$ cat src/common/uart_cfg.svh
`ifndef UART_CFG_SVH
`define UART_CFG_SVH

// Clock cycles in one serial bit
`define UART_CLKS_PER_BIT 16

`define UART_GAP_BITS 4          // Idle bits between write frames

// Bit times allowed before the reply start bit
`define UART_RD_TIMEOUT_BITS 40

`endif

$ cat src/common/uart_pkg.sv
package uart_pkg;

  localparam int DATA_BITS  = 8;
  localparam int ADDR_BITS  = 7;
  localparam int CMD_WIDTH  = 1 + ADDR_BITS + DATA_BITS;
  localparam int FRAME_BITS = DATA_BITS + 3;   // start, data, parity, stop
  localparam int CMD_WR_BIT = CMD_WIDTH - 1;

  // Write command view
  typedef struct packed {
    logic                 wr;
    logic [ADDR_BITS-1:0] addr;
    logic [DATA_BITS-1:0] wdata;
  } cmd_wr_t;

  // Read command view, low byte unused
  typedef struct packed {
    logic                 wr;
    logic [ADDR_BITS-1:0] addr;
    logic [DATA_BITS-1:0] unused;
  } cmd_rd_t;

  typedef union packed {
    cmd_wr_t w;
    cmd_rd_t r;
  } cmd_word_u;

endpackage

$ cat src/uart_tx/uart_tx_frame.sv
`timescale 1ns/10ps
`include "uart_cfg.svh"

module uart_tx_frame
  import uart_pkg::*;
(
  input  logic                 clk,
  input  logic                 rst_n,
  input  logic                 tx_start,
  input  logic [DATA_BITS-1:0] tx_byte,
  output logic                 tx,
  output logic                 tx_busy
);

  localparam int CPB = `UART_CLKS_PER_BIT;
  localparam int CW  = $clog2(CPB);
  localparam int IW  = $clog2(FRAME_BITS);

  localparam logic [CW-1:0] CNT_LAST = CW'(CPB - 1);
  localparam logic [IW-1:0] IDX_LAST = IW'(FRAME_BITS - 1);

  logic [FRAME_BITS-1:1] frame_q;
  logic [CW-1:0]         cyc_cnt;
  logic [IW-1:0]         bit_idx;
  logic                  load;

  assign load = tx_start && !tx_busy;

  // Stop, even parity, data LSB first
  always_ff @(posedge clk)
  begin
    if (load)
      frame_q <= {1'b1, ^tx_byte, tx_byte};
  end

  always_ff @(posedge clk or negedge rst_n)
  begin
    if (!rst_n)
    begin
      tx      <= 1'b1;
      tx_busy <= 1'b0;
      cyc_cnt <= '0;
      bit_idx <= '0;
    end
    else if (load)
    begin
      tx      <= 1'b0;            // Start bit
      tx_busy <= 1'b1;
      cyc_cnt <= '0;
      bit_idx <= '0;
    end
    else if (tx_busy)
    begin
      if (cyc_cnt == CNT_LAST)
      begin
        cyc_cnt <= '0;
        if (bit_idx == IDX_LAST)
        begin
          tx_busy <= 1'b0;        // End of stop bit
          tx      <= 1'b1;
        end
        else
        begin
          bit_idx <= bit_idx + 1'b1;
          tx      <= frame_q[bit_idx + 1'b1];
        end
      end
      else
        cyc_cnt <= cyc_cnt + 1'b1;
    end
  end

  // Line must idle high between frames
  a_idle_high: assert property (@(posedge clk) disable iff (!rst_n) !tx_busy |-> tx);

endmodule

$ cat src/uart_rx/uart_rx_frame.sv
`timescale 1ns/10ps
`include "uart_cfg.svh"

module uart_rx_frame
  import uart_pkg::*;
(
  input  logic                 clk,
  input  logic                 rst_n,
  input  logic                 rx,
  output logic [DATA_BITS-1:0] rx_byte,
  output logic                 rx_done,
  output logic                 rx_err,
  output logic                 rx_active
);

  localparam int CPB = `UART_CLKS_PER_BIT;
  localparam int CW  = $clog2(CPB);
  localparam int IW  = $clog2(FRAME_BITS);

  localparam logic [CW-1:0] CNT_LAST = CW'(CPB - 1);
  localparam logic [CW-1:0] CNT_MID  = CW'(CPB / 2 - 1);
  localparam logic [IW-1:0] IDX_PAR  = IW'(DATA_BITS + 1);
  localparam logic [IW-1:0] IDX_STOP = IW'(FRAME_BITS - 1);

  logic                 rx_meta;
  logic                 rx_sync;
  logic                 rx_prev;
  logic                 fall;
  logic                 mid;
  logic [CW-1:0]        cyc_cnt;
  logic [IW-1:0]        bit_idx;
  logic [DATA_BITS-1:0] data_q;
  logic                 par_q;
  logic                 par_ok;

  always_ff @(posedge clk or negedge rst_n)
  begin
    if (!rst_n)
    begin
      rx_meta <= 1'b1;
      rx_sync <= 1'b1;
      rx_prev <= 1'b1;
    end
    else
    begin
      rx_meta <= rx;
      rx_sync <= rx_meta;
      rx_prev <= rx_sync;
    end
  end

  assign fall    = rx_prev && !rx_sync;
  assign mid     = rx_active && (cyc_cnt == CNT_MID);
  assign par_ok  = ~^{data_q, par_q};   // Even parity over data and parity bit
  assign rx_byte = data_q;

  // Data shifts in LSB first
  always_ff @(posedge clk)
  begin
    if (mid && bit_idx != '0 && bit_idx < IDX_PAR)
      data_q <= {rx_sync, data_q[DATA_BITS-1:1]};
    if (mid && bit_idx == IDX_PAR)
      par_q <= rx_sync;
  end

  always_ff @(posedge clk or negedge rst_n)
  begin
    if (!rst_n)
    begin
      rx_active <= 1'b0;
      rx_done   <= 1'b0;
      rx_err    <= 1'b0;
      cyc_cnt   <= '0;
      bit_idx   <= '0;
    end
    else
    begin
      rx_done <= 1'b0;
      rx_err  <= 1'b0;
      if (!rx_active)
      begin
        if (fall)
        begin
          rx_active <= 1'b1;
          cyc_cnt   <= '0;
          bit_idx   <= '0;
        end
      end
      else
      begin
        cyc_cnt <= (cyc_cnt == CNT_LAST) ? '0 : cyc_cnt + 1'b1;
        if (mid)
        begin
          if (bit_idx == '0 && rx_sync)
            rx_active <= 1'b0;            // False start, dropped
          else if (bit_idx == IDX_STOP)
          begin
            rx_active <= 1'b0;
            if (rx_sync && par_ok)
              rx_done <= 1'b1;
            else
              rx_err <= 1'b1;
          end
          else
            bit_idx <= bit_idx + 1'b1;
        end
      end
    end
  end

  a_one_outcome: assert property (@(posedge clk) disable iff (!rst_n) !(rx_done && rx_err));

endmodule

$ cat src/source/uart_cmd_seq.sv
`timescale 1ns/10ps
`include "uart_cfg.svh"

module uart_cmd_seq
  import uart_pkg::*;
(
  input  logic                 clk,
  input  logic                 rst_n,
  input  logic [CMD_WIDTH-1:0] cmd_in,
  input  logic                 cmd_vld,
  input  logic                 tx_busy,
  input  logic                 rx_done,
  input  logic [DATA_BITS-1:0] rx_byte,
  input  logic                 rx_err,
  input  logic                 rx_active,
  output logic                 tx_start,
  output logic [DATA_BITS-1:0] tx_byte,
  output logic                 cmd_rdy,
  output logic                 read_rdy,
  output logic [DATA_BITS-1:0] read_data,
  output logic                 rd_err
);

  localparam int CPB = `UART_CLKS_PER_BIT;
  localparam int CW  = $clog2(CPB);
  localparam int BW  = $clog2(`UART_RD_TIMEOUT_BITS + 1);

  localparam logic [CW-1:0] CNT_LAST = CW'(CPB - 1);
  localparam logic [CW-1:0] CNT_PRE  = CW'(2);   // Wait exit and data start cycles
  localparam logic [BW-1:0] GAP_LAST = BW'(`UART_GAP_BITS - 1);
  localparam logic [BW-1:0] TO_LAST  = BW'(`UART_RD_TIMEOUT_BITS - 1);

  localparam logic [3:0] S_IDLE      = 4'd0,
                         S_HDR       = 4'd1,
                         S_HDR_WAIT  = 4'd2,
                         S_GAP       = 4'd3,
                         S_DATA      = 4'd4,
                         S_DATA_WAIT = 4'd5,
                         S_RD_WAIT   = 4'd6,
                         S_RD_RECV   = 4'd7,
                         S_DONE      = 4'd8;

  logic [3:0]    state;
  logic [3:0]    state_nxt;
  cmd_word_u     cmd_q;
  logic [CW-1:0] clk_cnt;
  logic [BW-1:0] bit_cnt;
  logic          accept;
  logic          gap_end;
  logic          to_end;

  assign cmd_rdy  = (state == S_IDLE) || (state == S_DATA_WAIT && !tx_busy);
  assign accept   = cmd_vld && cmd_rdy;
  assign gap_end  = (bit_cnt == GAP_LAST) && (clk_cnt == CNT_LAST);
  assign to_end   = (bit_cnt == TO_LAST) && (clk_cnt == CNT_LAST);
  assign tx_start = (state == S_HDR) || (state == S_DATA);
  // Header is flag plus address in both views
  assign tx_byte  = (state == S_DATA) ? cmd_q.w.wdata : {cmd_q[CMD_WR_BIT], cmd_q.r.addr};

  always_ff @(posedge clk or negedge rst_n)
  begin
    if (!rst_n)
      state <= S_IDLE;
    else
      state <= state_nxt;
  end

  always_comb
  begin
    state_nxt = state;
    case (state)
      S_IDLE:      if (accept) state_nxt = S_HDR;
      S_HDR:       state_nxt = S_HDR_WAIT;
      S_HDR_WAIT:  if (!tx_busy) state_nxt = cmd_q.w.wr ? S_GAP : S_RD_WAIT;
      S_GAP:       if (gap_end) state_nxt = S_DATA;
      S_DATA:      state_nxt = S_DATA_WAIT;
      S_DATA_WAIT: if (!tx_busy) state_nxt = accept ? S_HDR : S_IDLE;
      S_RD_WAIT:
      begin
        if (rx_active)
          state_nxt = S_RD_RECV;
        else if (to_end)
          state_nxt = S_DONE;             // No reply
      end
      S_RD_RECV:
      begin
        if (rx_done || rx_err)
          state_nxt = S_DONE;
        else if (!rx_active)
          state_nxt = S_RD_WAIT;          // False start on rx
      end
      default:     state_nxt = S_IDLE;
    endcase
  end

  // Shared bit timer for write gap and read timeout
  always_ff @(posedge clk or negedge rst_n)
  begin
    if (!rst_n)
    begin
      clk_cnt <= '0;
      bit_cnt <= '0;
    end
    else if (state == S_GAP || state == S_RD_WAIT || state == S_RD_RECV)
    begin
      if (clk_cnt == CNT_LAST)
      begin
        clk_cnt <= '0;
        bit_cnt <= bit_cnt + 1'b1;
      end
      else
        clk_cnt <= clk_cnt + 1'b1;
    end
    else
    begin
      clk_cnt <= CNT_PRE;
      bit_cnt <= '0;
    end
  end

  always_ff @(posedge clk)
  begin
    if (accept)
      cmd_q <= cmd_in;
    if (state == S_RD_RECV && rx_done)
      read_data <= rx_byte;
  end

  always_ff @(posedge clk or negedge rst_n)
  begin
    if (!rst_n)
    begin
      read_rdy <= 1'b0;
      rd_err   <= 1'b0;
    end
    else
    begin
      read_rdy <= (state == S_RD_RECV) && rx_done;
      rd_err   <= ((state == S_RD_RECV) && rx_err) ||
                  ((state == S_RD_WAIT) && !rx_active && to_end);
    end
  end

  a_start_idle: assert property (@(posedge clk) disable iff (!rst_n) tx_start |-> !tx_busy);
  a_one_result: assert property (@(posedge clk) disable iff (!rst_n) !(read_rdy && rd_err));

endmodule

$ cat src/source/uart_cmd_bridge.sv
`timescale 1ns/10ps

module uart_cmd_bridge
  import uart_pkg::*;
(
  input  logic                 clk,
  input  logic                 rst_n,
  input  logic [CMD_WIDTH-1:0] cmd_in,
  input  logic                 cmd_vld,
  input  logic                 rx,
  output logic                 tx,
  output logic                 cmd_rdy,
  output logic                 read_rdy,
  output logic [DATA_BITS-1:0] read_data,
  output logic                 rd_err
);

  logic                 tx_start;
  logic [DATA_BITS-1:0] tx_byte;
  logic                 tx_busy;
  logic [DATA_BITS-1:0] rx_byte;
  logic                 rx_done;
  logic                 rx_err;
  logic                 rx_active;

  uart_cmd_seq u_seq (
    .clk       (clk),
    .rst_n     (rst_n),
    .cmd_in    (cmd_in),
    .cmd_vld   (cmd_vld),
    .tx_busy   (tx_busy),
    .rx_done   (rx_done),
    .rx_byte   (rx_byte),
    .rx_err    (rx_err),
    .rx_active (rx_active),
    .tx_start  (tx_start),
    .tx_byte   (tx_byte),
    .cmd_rdy   (cmd_rdy),
    .read_rdy  (read_rdy),
    .read_data (read_data),
    .rd_err    (rd_err)
  );

  uart_tx_frame u_tx (
    .clk      (clk),
    .rst_n    (rst_n),
    .tx_start (tx_start),
    .tx_byte  (tx_byte),
    .tx       (tx),
    .tx_busy  (tx_busy)
  );

  // Always listening, strobes used only during a read
  uart_rx_frame u_rx (
    .clk       (clk),
    .rst_n     (rst_n),
    .rx        (rx),
    .rx_byte   (rx_byte),
    .rx_done   (rx_done),
    .rx_err    (rx_err),
    .rx_active (rx_active)
  );

endmodule

$ cat config.mk
export PLATFORM = sky130hd
export DESIGN_NAME = uart_cmd_bridge
export DESIGN_NICKNAME = d
export VERILOG_FILES = /design/src/common/uart_pkg.sv /design/src/uart_tx/uart_tx_frame.sv /design/src/uart_rx/uart_rx_frame.sv /design/src/source/uart_cmd_seq.sv /design/src/source/uart_cmd_bridge.sv
export VERILOG_INCLUDE_DIRS = /design/src /design/src/common
export SDC_FILE = /design/constraint.sdc
export NUM_CORES = 1
export LEC_CHECK = 0
export ABC_CLOCK_PERIOD_IN_PS = 2500
export BUFFER_PORTS_ARGS = -buffer_cell sky130_fd_sc_hd__buf_2
export CAP_MARGIN = 20
export CORE_ASPECT_RATIO = 1.75
export CORE_UTILIZATION = 27
export CTS_BUF_LIST = sky130_fd_sc_hd__clkbuf_8
export DETAILED_ROUTE_END_ITERATION = 6
export SLEW_MARGIN = 20
export SYNTH_ARGS = -nofsm -noshare
export SYNTH_HDL_FRONTEND = slang
export SYNTH_HIERARCHICAL = 1
export SYNTH_SLANG_ARGS = --single-unit
$ cat constraint.sdc
create_clock -name clk -period 2.5 [get_ports clk]
set_input_delay 0.75 -clock clk [delete_from_list [all_inputs] [get_ports clk]]
set_output_delay 0.75 -clock clk [all_outputs]
set_load 0.01 [all_outputs]
# Yosys cells after proc, flatten, opt, wreduce, memory -nomap -nowiden
# Index checks and enable logic that the tools add are counted.
[word_totals]
word_cells = 149
input_bits = 20
register_bits = 82
output_inout_bits = 12
[op_classes]
mux = 55
addsub = 6
reduce_logical = 37
eq_ne = 27
n_lt_le_gt_ge = 2
[ops]
columns = ["op", "count"]
rows = [
  ["2-to-1 mux 4 bit", 24],
  ["one-hot mux 4 bit (8 select lines)", 1],
  ["2-to-1 mux 1 bit", 25],
  ["== test 4 bit, second input constant", 6],
  ["adder 4 x 1 -> 4 bit, second input constant", 5],
  ["== test 4 x 3 -> 1 bit, second input constant", 5],
  ["logical AND 1 bit", 16],
  ["2-to-1 mux 6 bit", 2],
  ["inequality test 2 bit, second input constant", 5],
  ["XNOR reduction 9 bit", 1],
  ["== test 4 x 2 -> 1 bit, second input constant", 2],
  ["zero test 4 bit", 2],
  ["2-to-1 mux 8 bit", 1],
  ["inequality test 2 x 1 -> 1 bit, second input constant", 4],
  ["XOR reduction 8 bit", 1],
  ["adder 6 x 1 -> 6 bit, second input constant", 1],
  ["== test 6 x 2 -> 1 bit, second input constant", 1],
  ["== test 6 bit, second input constant", 1],
  ["logical OR 1 bit", 6],
  ["AND reduction 6 bit", 1],
  ["nonzero test 2 bit", 3],
  ["< comparator 4 x 5 -> 1 bit, second input constant", 1],
  ["binary-select mux 1 bit (select 4 bit)", 1],
  ["== test 4 x 1 -> 1 bit, second input constant", 1],
  ["other kinds (9)", 11],
]

# Logic depth before layout (Yosys ltp)
# Gate-level depths: netlist (run 1).
[logic_depth]
depth_word = 7
depth_mapped = 8
ltp_nobuf = 7

# Cells and area by module
# The synthesis (run 1) kept the hierarchy.
[modules_own_cells]
columns = ["mod", "seq_area_each_um2", "area_per_inst_um2", "cells_per_inst", "n_inst"]
rows = [
  ["uart_cmd_seq", 1121.1, 1819.2, 138, 1],
  ["uart_rx_frame", 624.3, 1046.0, 81, 1],
  ["uart_tx_frame", 521.8, 939.7, 78, 1],
]

# Least setup slack after synthesis (run 1)
# No wires, ideal clock.
[synth_path]
kind = "register -> register"
startpoint = "register u_seq.state[0]"
endpoint = "register u_tx/frame_q[9] in the netlist's numbering, data pin"
stages_incl_launch_ff = 8
required_ns = 2.240
arrival_ns = 1.848
setup_time_ns = 0.260
synth_period_minus_slack_ns = 2.108
path_buffers = 1
path_slack_ns = 0.392
cell_sequence = "dfrtp_1 buf_2 nand2b_1 nor3_2 mux2_2 xor2_1 xnor2_1 xnor2_1"
[synth_via]
elab_chain_len = 3
[synth_lines]
columns = ["element", "line_no", "text"]
rows = [
  ["start, declared", "uart_cmd_seq.sv:43", "logic [3:0] state;"],
  ["start signal, assigned", "uart_cmd_seq.sv:65", "state <= state_nxt;"],
  ["== test 4 x 3 -> 1 bit", "uart_cmd_seq.sv:58", "assign tx_byte = (state == S_DATA) ? cmd_q.w.wdata : {cmd_q[CMD_WR_BIT], cmd_q.r.addr};"],
  ["2-to-1 mux 8 bit", "uart_cmd_seq.sv:58", ""],
  ["named net tx_byte[6]", "uart_cmd_bridge.sv:19", "logic [DATA_BITS-1:0] tx_byte;"],
  ["XOR reduction 8 bit", "uart_tx_frame.sv:33", "frame_q <= {1'b1, ^tx_byte, tx_byte};"],
  ["end signal, assigned", "uart_tx_frame.sv:33", ""],
  ["end, declared", "uart_tx_frame.sv:22", "logic [FRAME_BITS-1:1] frame_q;"],
]
# The timed path passes the listed nets, and every way through them passes these cells.
# A chain may end at the register's enable or synchronous reset.

# Final worst setup path (run 1)
[layout_path]
startpoint = "register u_seq.state[2]"
endpoint = "output port cmd_rdy"
[layout_via]
elab_chain_len = 3
word_cells_on_any_way = 4
cone_classes = "1 x eq/ne; 3 x reduce/logical"
[layout_lines]
columns = ["element", "line_no", "text"]
rows = [
  ["== test 4 x 3 -> 1 bit", "uart_cmd_seq.sv:52", "assign cmd_rdy = (state == S_IDLE) || (state == S_DATA_WAIT && !tx_busy);"],
  ["logical AND 1 bit", "uart_cmd_seq.sv:52", ""],
  ["logical OR 1 bit (*)", "uart_cmd_seq.sv:52", ""],
  ["end, declared", "uart_cmd_bridge.sv:12", "output logic cmd_rdy,"],
]
# Mark *: on every way between the ends. The rest lies on a longest branch, timed or not.

==> results of run 1 <==
-- critical path, stage by stage, from the launching register on --
cell	delay, ps
dfrtp_2	510
nor2b_1	230
a21oi_1	90
nor3_1	220
buf_2	180
-- sequential cells by signal, indices dropped and copies added (netlist names) --
signal and count:
u_rx/rx_done 1, u_rx/rx_byte 8, u_seq/bit_cnt 6, u_rx/rx_err 1, u_rx/rx_meta 1, u_tx/cyc_cnt 4
u_rx/rx_sync 1, u_tx/frame_q 9, u_rx/rx_active 1, u_seq/state 4, u_seq/rd_err 1, u_seq/clk_cnt 4
u_seq/cmd_q 16, u_tx/tx_busy 1, u_rx/cyc_cnt 4, u_rx/bit_idx 4, u_rx/rx_prev 1, u_tx/tx 1
u_rx/par_q 1, u_seq/read_data 8, u_seq/read_rdy 1, u_tx/bit_idx 4
-- power by group through the flow --
| stage | Combinational [mW] | Sequential, mW | Clock [mW] |
|---|---|---|---|
| 2_1_floorplan | 0.281 | 1.60 | 0 |
| 3_3_place_gp | 0.365 | 1.61 | 0 |
| 3_5_place_dp | 0.382 | 1.61 | 0 |
| 4_1_cts | 0.381 | 1.59 | 1.00 |
| 5_1_grt | 0.432 | 1.60 | 1.04 |
| 6_report | 0.376 | 1.59 | 0.961 |
-- per-layer routing --
layer / share of wire, % / wire (um) / vias up
li1: - / - / 1162
met1: 41 / 2720 / 1176
met2: 53 / 3510 / 34
met3: 3.0 / 201 / 12
met4: 2.9 / 190 / 0
met5: 0 / 0 / -
-- timing repair --
action | 4_1_cts | 5_1_grt
gates resized for setup | 0 | 1
endpoints found under the setup margin | 0 | 1
endpoints found under the hold margin | 0 | 0
-- metrics by stage --
stage               total power [mW]  cells  setup slack (ps)  hold slack (ps)
global route                    3.08    517              55.2              365
CTS                             2.97    517              36.5              362
global placement                1.98    501               440              348
detailed placement              2.00    501               401              349
floorplan                       1.88    297               392              345
finish                          2.93    517               165              360
-- cell usage in the layout, fill, tap and decap left out, types with 5 or more instances in the layout --
master / count
nand2_1: 21
nor3b_1: 5
a21oi_1: 10
xnor2_1: 14
o21ai_0: 15
dfrtp_1: 35
xor2_1: 7
ha_1: 10
mux2i_1: 5
buf_2: 31
nor2_1: 14
nand2b_1: 5
nor3_1: 6
edfxtp_1: 42
buf_4: 7
nand3_1: 7
mux2_2: 8
clkbuf_8: 9
inv_1: 11
-- final timing paths --
kind	startpoint	endpoint	slack (ps)	cells after the start
worst max register to register	u_seq/state[0]	u_tx/frame_q[9]	480	7
worst max-delay path	u_seq/state[2]	cmd_rdy	170	4
worst min register to register	u_rx/rx_meta	u_rx/rx_sync	360	0
worst min-delay path	u_rx/rx_meta	u_rx/rx_sync	360	0
max in group asynchronous	rst_n	u_rx/rx_prev	1490	2
min in group asynchronous	rst_n	u_rx/bit_idx[3]	380	1
-- cell families (layout without fill, tap and decap cells) --
| family | after synthesis | after routing | share of synthesized area, % |
|---|---|---|---|
| buf+inv | 20 | 63 | 2.73 |
| fa+ha+maj | 10 | 10 | 3.29 |
| mux | 16 | 16 | 4.87 |
| simple gates | 95 | 95 | 14.4 |
| xor+xnor | 23 | 23 | 6.05 |
| compound gates | 51 | 51 | 9.08 |
| flops | 82 | 82 | 59.6 |
-- layout make-up --
class / instances / area share, %
sequential: 82 / 52.0
multi-input combinational: 195 / 32.9
tap: 177 / 5.08
timing repair buffer: 38 / 4.76
clock buffer: 9 / 2.84
clock inverter: 7 / 1.64
inverter: 9 / 0.775
==> results.txt, run 1 <==
* Result of the run: finished clean
- Layout net count: 365
- Insertion delay to the later sink of the worst-skew pair: 360 ps
- Counting flops and latches in the post-synthesis netlist gives 82.
* Combinational Power Share: 12.9%
- Nets in the synthesized netlist: 327
* Shortest clock period the worst path allows after layout: 2330 ps
* Multi-input combinational cell area: 1430 sq um
- Layout fillers: 1413
- Setup repair after global routing missed its margin: false
- Register area share after synthesis: 59.6%
- Post-Route Utilization: 31.5%
- In this run the power spent charging and discharging nets is 772 uW.
- Of all cell types, the one taking the most synthesized area is edfxtp_1.
- Of the cells placed in the final design, the portion with a size suffix greater than 1 is 21.8%.
- Final-report max-slew violation count: 0
- CORE AREA: 13800 sq um
- Net switching is 26.4% of the power.
- The critical path is of the reg -> out type.
- First-iteration detailed-routing DRC count: 105
* Main synth FF type: edfxtp_1
- DRC: 0
* Area used by sequential logic in the layout: 2270 sq um
- Max-Slew Margin vs Limit: 53.0%
- Standby leakage power: 1.71 nW
* H-Tree Level Count: 3
- Routability congestion estimate: 0.729
- Yosys instantiated no cell more often than edfxtp_1.
- Area of the mapped netlist: 3800 sq um
* GR Util met3: 2.05%
* Max-cap violations: 0
* Num rows: 57
* Design internal power: 2.15 mW
- Clock-pin slew reported for the worst setup and hold paths after clock tree synthesis: 90 ps
* DR WL/cell: 12.8 um
* Num Clock Sinks: 82
* Largest voltage drop on the vdd net: 0.255 mV
* Clk pwr share: 32.9%
- A synthesized cell averages 12.8 sq um.
- Instance area after placement: 4160 sq um
- Global routing consumed, over all layers together, 9.77% of the routing resources.
* Count of synthesis-stage warnings from yosys: 6
* Mapped Cells: 297
* Aggregate global routing overflow: 0
- Initial core utilization: 27.5%
* Number of buffers inserted for hold repair after clock tree synthesis: 0
* Total Die Area: 14600 sq um
* Share of total power in sequential cells: 54.3%
- Area growth from synthesis to layout: 14.6%
* Number of I/O pins: 32
- The via count of the first global-routing pass came to 2447.
- Hold Path Class: reg -> reg
* Drt total wl: 6.62 mm
* Via total after detailed routing: 2384
- CTS placed an instance of clkbuf_8 at the clock tree root.
* Synth top area share: 33.1%
- The hold violation count in the final report is 0.
- I/O Buffers: 31
- Total half-perimeter wirelength after legalization and detailed placement: 4.74 mm
- Counting along the longest clock path gives a buffer depth of 2.
- Number of enable-type register cells in the synthesized netlist: 42
- Final critical-path share of the clock period: 93.4%
- Dividing the detail-routed via count by the number of cells gives 4.61.
- The die is 91.7 um wide.
* Fraction of met1 tracks used by global routing: 10.5%
- Number of buffers inserted to repair setup after CTS: 0
* Antenna Violating Nets Remaining: 0
* Data required, critical path: 1750 ps
* Arrival time at the worst endpoint: 1580 ps
* Critical Path End Type: output port
* List of most frequent post-synthesis cells: edfxtp_1, dfrtp_1, nand2_1, o21ai_0
- Between clock sinks in the finished design, the worst skew comes to 15.1 ps.
- Yosys attributes the largest share of cell area to edfxtp_1, dfrtp_1, ha_1.
- Number of distinct library cell variants in the gate-level netlist after synthesis: 61
* Largest net degree at the start of global routing: 26
- After synthesis, the share of flip-flops with an asynchronous set or reset is 48.8%.
- FMAX: 428 MHz
- For the final routed database, the setup TNS stands at 0 ps.
- Number of detailed-route iterations in the first pass: 7
- Chip Height: 159 um
* Clock tree from TritonCTS: done
- The layer flagged by global routing as most heavily used is met2.
- Setup violations remaining at the end of the flow were counted as 0.
- The worst setup path is launched from a flop.
- Crit Path Max Fanout: 14
- Summing all non-filler instances in the final layout gives an area of 4360 sq um.
- First-pass GRT wire length: 11.2 mm
- The number of antenna violations at the first check in global routing is 0.
* Met2 Use GR: 17.3%
- At the pin with the least slew margin, the transition time is 703 ps.
* Number of buffers inserted during clock tree synthesis: 9
- Antenna Cells: 0
* Total power divided by cell area: 671 nW/um^2
Power figures use the tool's default switching activity.
==> run 2: changes to the inputs <==
==> constraint.sdc (replaced) <==
create_clock -name clk -period 2.5 [get_ports clk]
set_input_delay 0.375 -clock clk [delete_from_list [all_inputs] [get_ports clk]]
set_output_delay 0.375 -clock clk [all_outputs]
set_load 0.01 [all_outputs]
==> run 2 against run 1 <==
Against the previous run:
- core utilization decreased by 0.30 points
- register-to-register slack improved by 70 ps
- global-route usage increased by 0.23 points
- worst hold slack got worse by 250 ps
- die area unchanged
- highest routed layer unchanged
==> results.txt, run 2 (same netlist as run 1, synthesis figures left out) <==
- Aggregate global routing overflow: 0 (unchanged)
- Final-report max-slew violation count: 0 (unchanged)
- Max-Slew Margin vs Limit: 38.8% (-14 points)
- The endpoint identified for the worst register-to-register timing path is u_tx/frame_q[9].
* Clock-pin slew reported for the worst setup and hold paths after clock tree synthesis: 80 ps (about the same)
- The detailed placement HPWL is 4.80 mm (+1.2%).
* Chip Width: 91.7 um (unchanged)
- The starting density of the core is 27.5% (unchanged).
- Register with the most flip-flops: u_seq/cmd_q
- The number of antenna violations at the first check in global routing came to 0 (unchanged).
- The source-to-sink clock delay at the later pin of the worst-skew pair came to 350 ps (about the same).
- The total routing resource utilization after global routing was 10.0% (+0.23 points).
- Num rows: 57 (unchanged)
- Launch instance of the worst register-to-register path: u_seq/state[3]
- The number of maximum-capacitance constraint violations was 0 (unchanged).
* Routability congestion estimate: 0.759 (+4.2%)
* Result of the run: finished clean
- Layout fillers: 1408 (-0.35%)
* Area growth from synthesis to layout: 13.5%
* First-pass GRT wire length: 11.5 mm (+2.1%)
* Largest register FFs: 16 (unchanged)
- The tree is rooted in a clkbuf_8.
- The fmax is 496 MHz (+16%).
- The fraction of layout instances using a drive strength above 1 is 21.3% (-0.46 points).
- Arrival time at the worst endpoint: 1640 ps (+60 ps)
- Setup repair after global routing missed its margin: false
- I/O Buffers: 31 (unchanged)
- The number of hold buffers added after cts is 0 (unchanged).
* First-iteration detailed-routing DRC count: 129 (+23%)
- The post-route DRC violation count was 0 (unchanged).
- Worst Path Class, Setup: reg -> out
* Start point of the critical path: u_seq/state[2]
* Total power divided by cell area: 642 nW/um^2 (-4.3%)
* Standby leakage power: 1.69 nW (-1.3%)
* Most frequent cells in the layout: edfxtp_1, dfrtp_1, buf_2
* Post-CTS resize count: 0 (unchanged)
* Capturing element of the worst setup path: cmd_rdy
- Final critical-path share of the clock period: 80.6% (-13 points)
- Cell Count, Final, Fillers Out: 515 (-0.39%)
- DR WL/cell: 12.8 um (-0.37%)
- The transition at the pin with the smallest max-transition slack came to 918 ps (+216 ps).
- STA classifies the critical path startpoint as a flop.
* Number of buffers inserted during clock tree synthesis: 9 (unchanged)
* Via count of the first global-routing pass: 2437 (-0.41%)
* Critical Path End Type: output port
* Num Clock Sinks: 82 (unchanged)
- The hold violation count in the final report is 0 (unchanged).
- The total via count in the routed design was 2356 (-1.2%).
- The H-tree depth reported by CTS is 3 (unchanged).
- Crit Path Max Fanout: 13 (-1)
- The net total in the final layout was 363 (-0.55%).
* Number of buffers inserted to repair setup after CTS: 0 (unchanged)
- Final setup violating endpoints: 0 (unchanged)
* Number of detailed-route iterations in the first pass: 4 (-3)
* Depth of the most critical reg-to-reg path: 6 (-1)
- The die span in y came to 159 um (unchanged).
- Hold Path Class: in -> reg
- The required time at the endpoint of the critical path was 2120 ps (+370 ps).
* Total Die Area: 14600 sq um (unchanged)
* Clock tree from TritonCTS: done
* Drt total wl: 6.57 mm (-0.76%)
* Clock buffer depth: 2 (unchanged)
* Vias per std cell: 4.57 (-0.79%)
- CORE AREA: 13800 sq um (unchanged)
- Antenna Violating Nets Remaining: 0 (unchanged)
- The final setup TNS came to 0 ps (unchanged).
- Leaving out fill and tap cells, the most frequent cell in the layout is edfxtp_1.
- The final period demand of the worst path came to 2020 ps (-319 ps).
- Fin Clk Skew: 11.6 ps (-3.51 ps)
- The placed instance count was 499 (-0.40%).
- Flop2flop setup slack: 550 ps (+70 ps)
* Largest regs: u_seq/cmd_q: 16 flops, u_tx/frame_q: 9 flops
- Largest net degree at the start of global routing: 41 (+58%)
- The count of inserted antenna diode cells came to 0 (unchanged).
- The number of top-level pins came to 32 (unchanged).
- The maximum VDD drop was 0.216 mV (-15%).
==> run 2: routing by layer <==
metal / up-vias / global-route usage [%] / routed length, um
met4: 0 / 6.18 / 198
met2: 44 / 17.8 / 3600
li1: 1159 / - / -
met1: 1142 / 10.5 / 2550
met5: - / 0 / 0
met3: 11 / 2.34 / 221
==> run 2: cell type report <==
| cell class | count | area (sq um) | area share, % |
|---|---|---|---|
| inverters | 9 | 33.8 | 0.782 |
| clock inverters | 7 | 46.3 | 1.07 |
| multi-input cells | 195 | 1430 | 33.2 |
| flip-flops and latches | 82 | 2270 | 52.5 |
| repair buffers | 36 | 193 | 4.46 |
| well taps | 177 | 221 | 5.13 |
| clock buffers | 9 | 124 | 2.87 |
==> run 2: worst min-delay path by stage <==
stage                 start         endpoint  slack (ps)  cells past startpoint
2_1_floorplan         rst_n  u_rx/bit_idx[0]          80                      0
6_report                 rx     u_rx/rx_meta         110                      1
4_1_cts                  rx     u_rx/rx_meta          90                      1
5_1_grt                  rx     u_rx/rx_meta          90                      1
3_5_place_dp   u_rx/rx_meta     u_rx/rx_sync         350                      0
3_3_place_gp   u_rx/rx_meta     u_rx/rx_sync         350                      0
==> run 2: power by group <==
group	switching, mW	leakage (nW)	internal (mW)
clock	0.471	0.0868	0.358
sequential	0.104	0.883	1.50
combinational	0.160	0.723	0.176
==> run 2: stage by stage <==
step                      hold slack [ps]  power, mW  cell area, sq um  setup WS, ps  util [%]
after global placement                346       1.97              4150           594      30.0
after global routing                 85.1       2.96              4320           343      31.2
after floorplan                      79.4       1.88              3800           392         -
final                                 114       2.77              4320           485      31.2
after detailed placement              347       1.98              4150           536      30.0
after CTS                            88.8       2.83              4320           416      31.2
==> run 2: worst max-delay path, stage by stage, from the launching register on <==
cell and delay (ps):
dfrtp_1 370, buf_4 200, nor2b_1 200, a21oi_1 90, nor3_1 250, buf_2 190
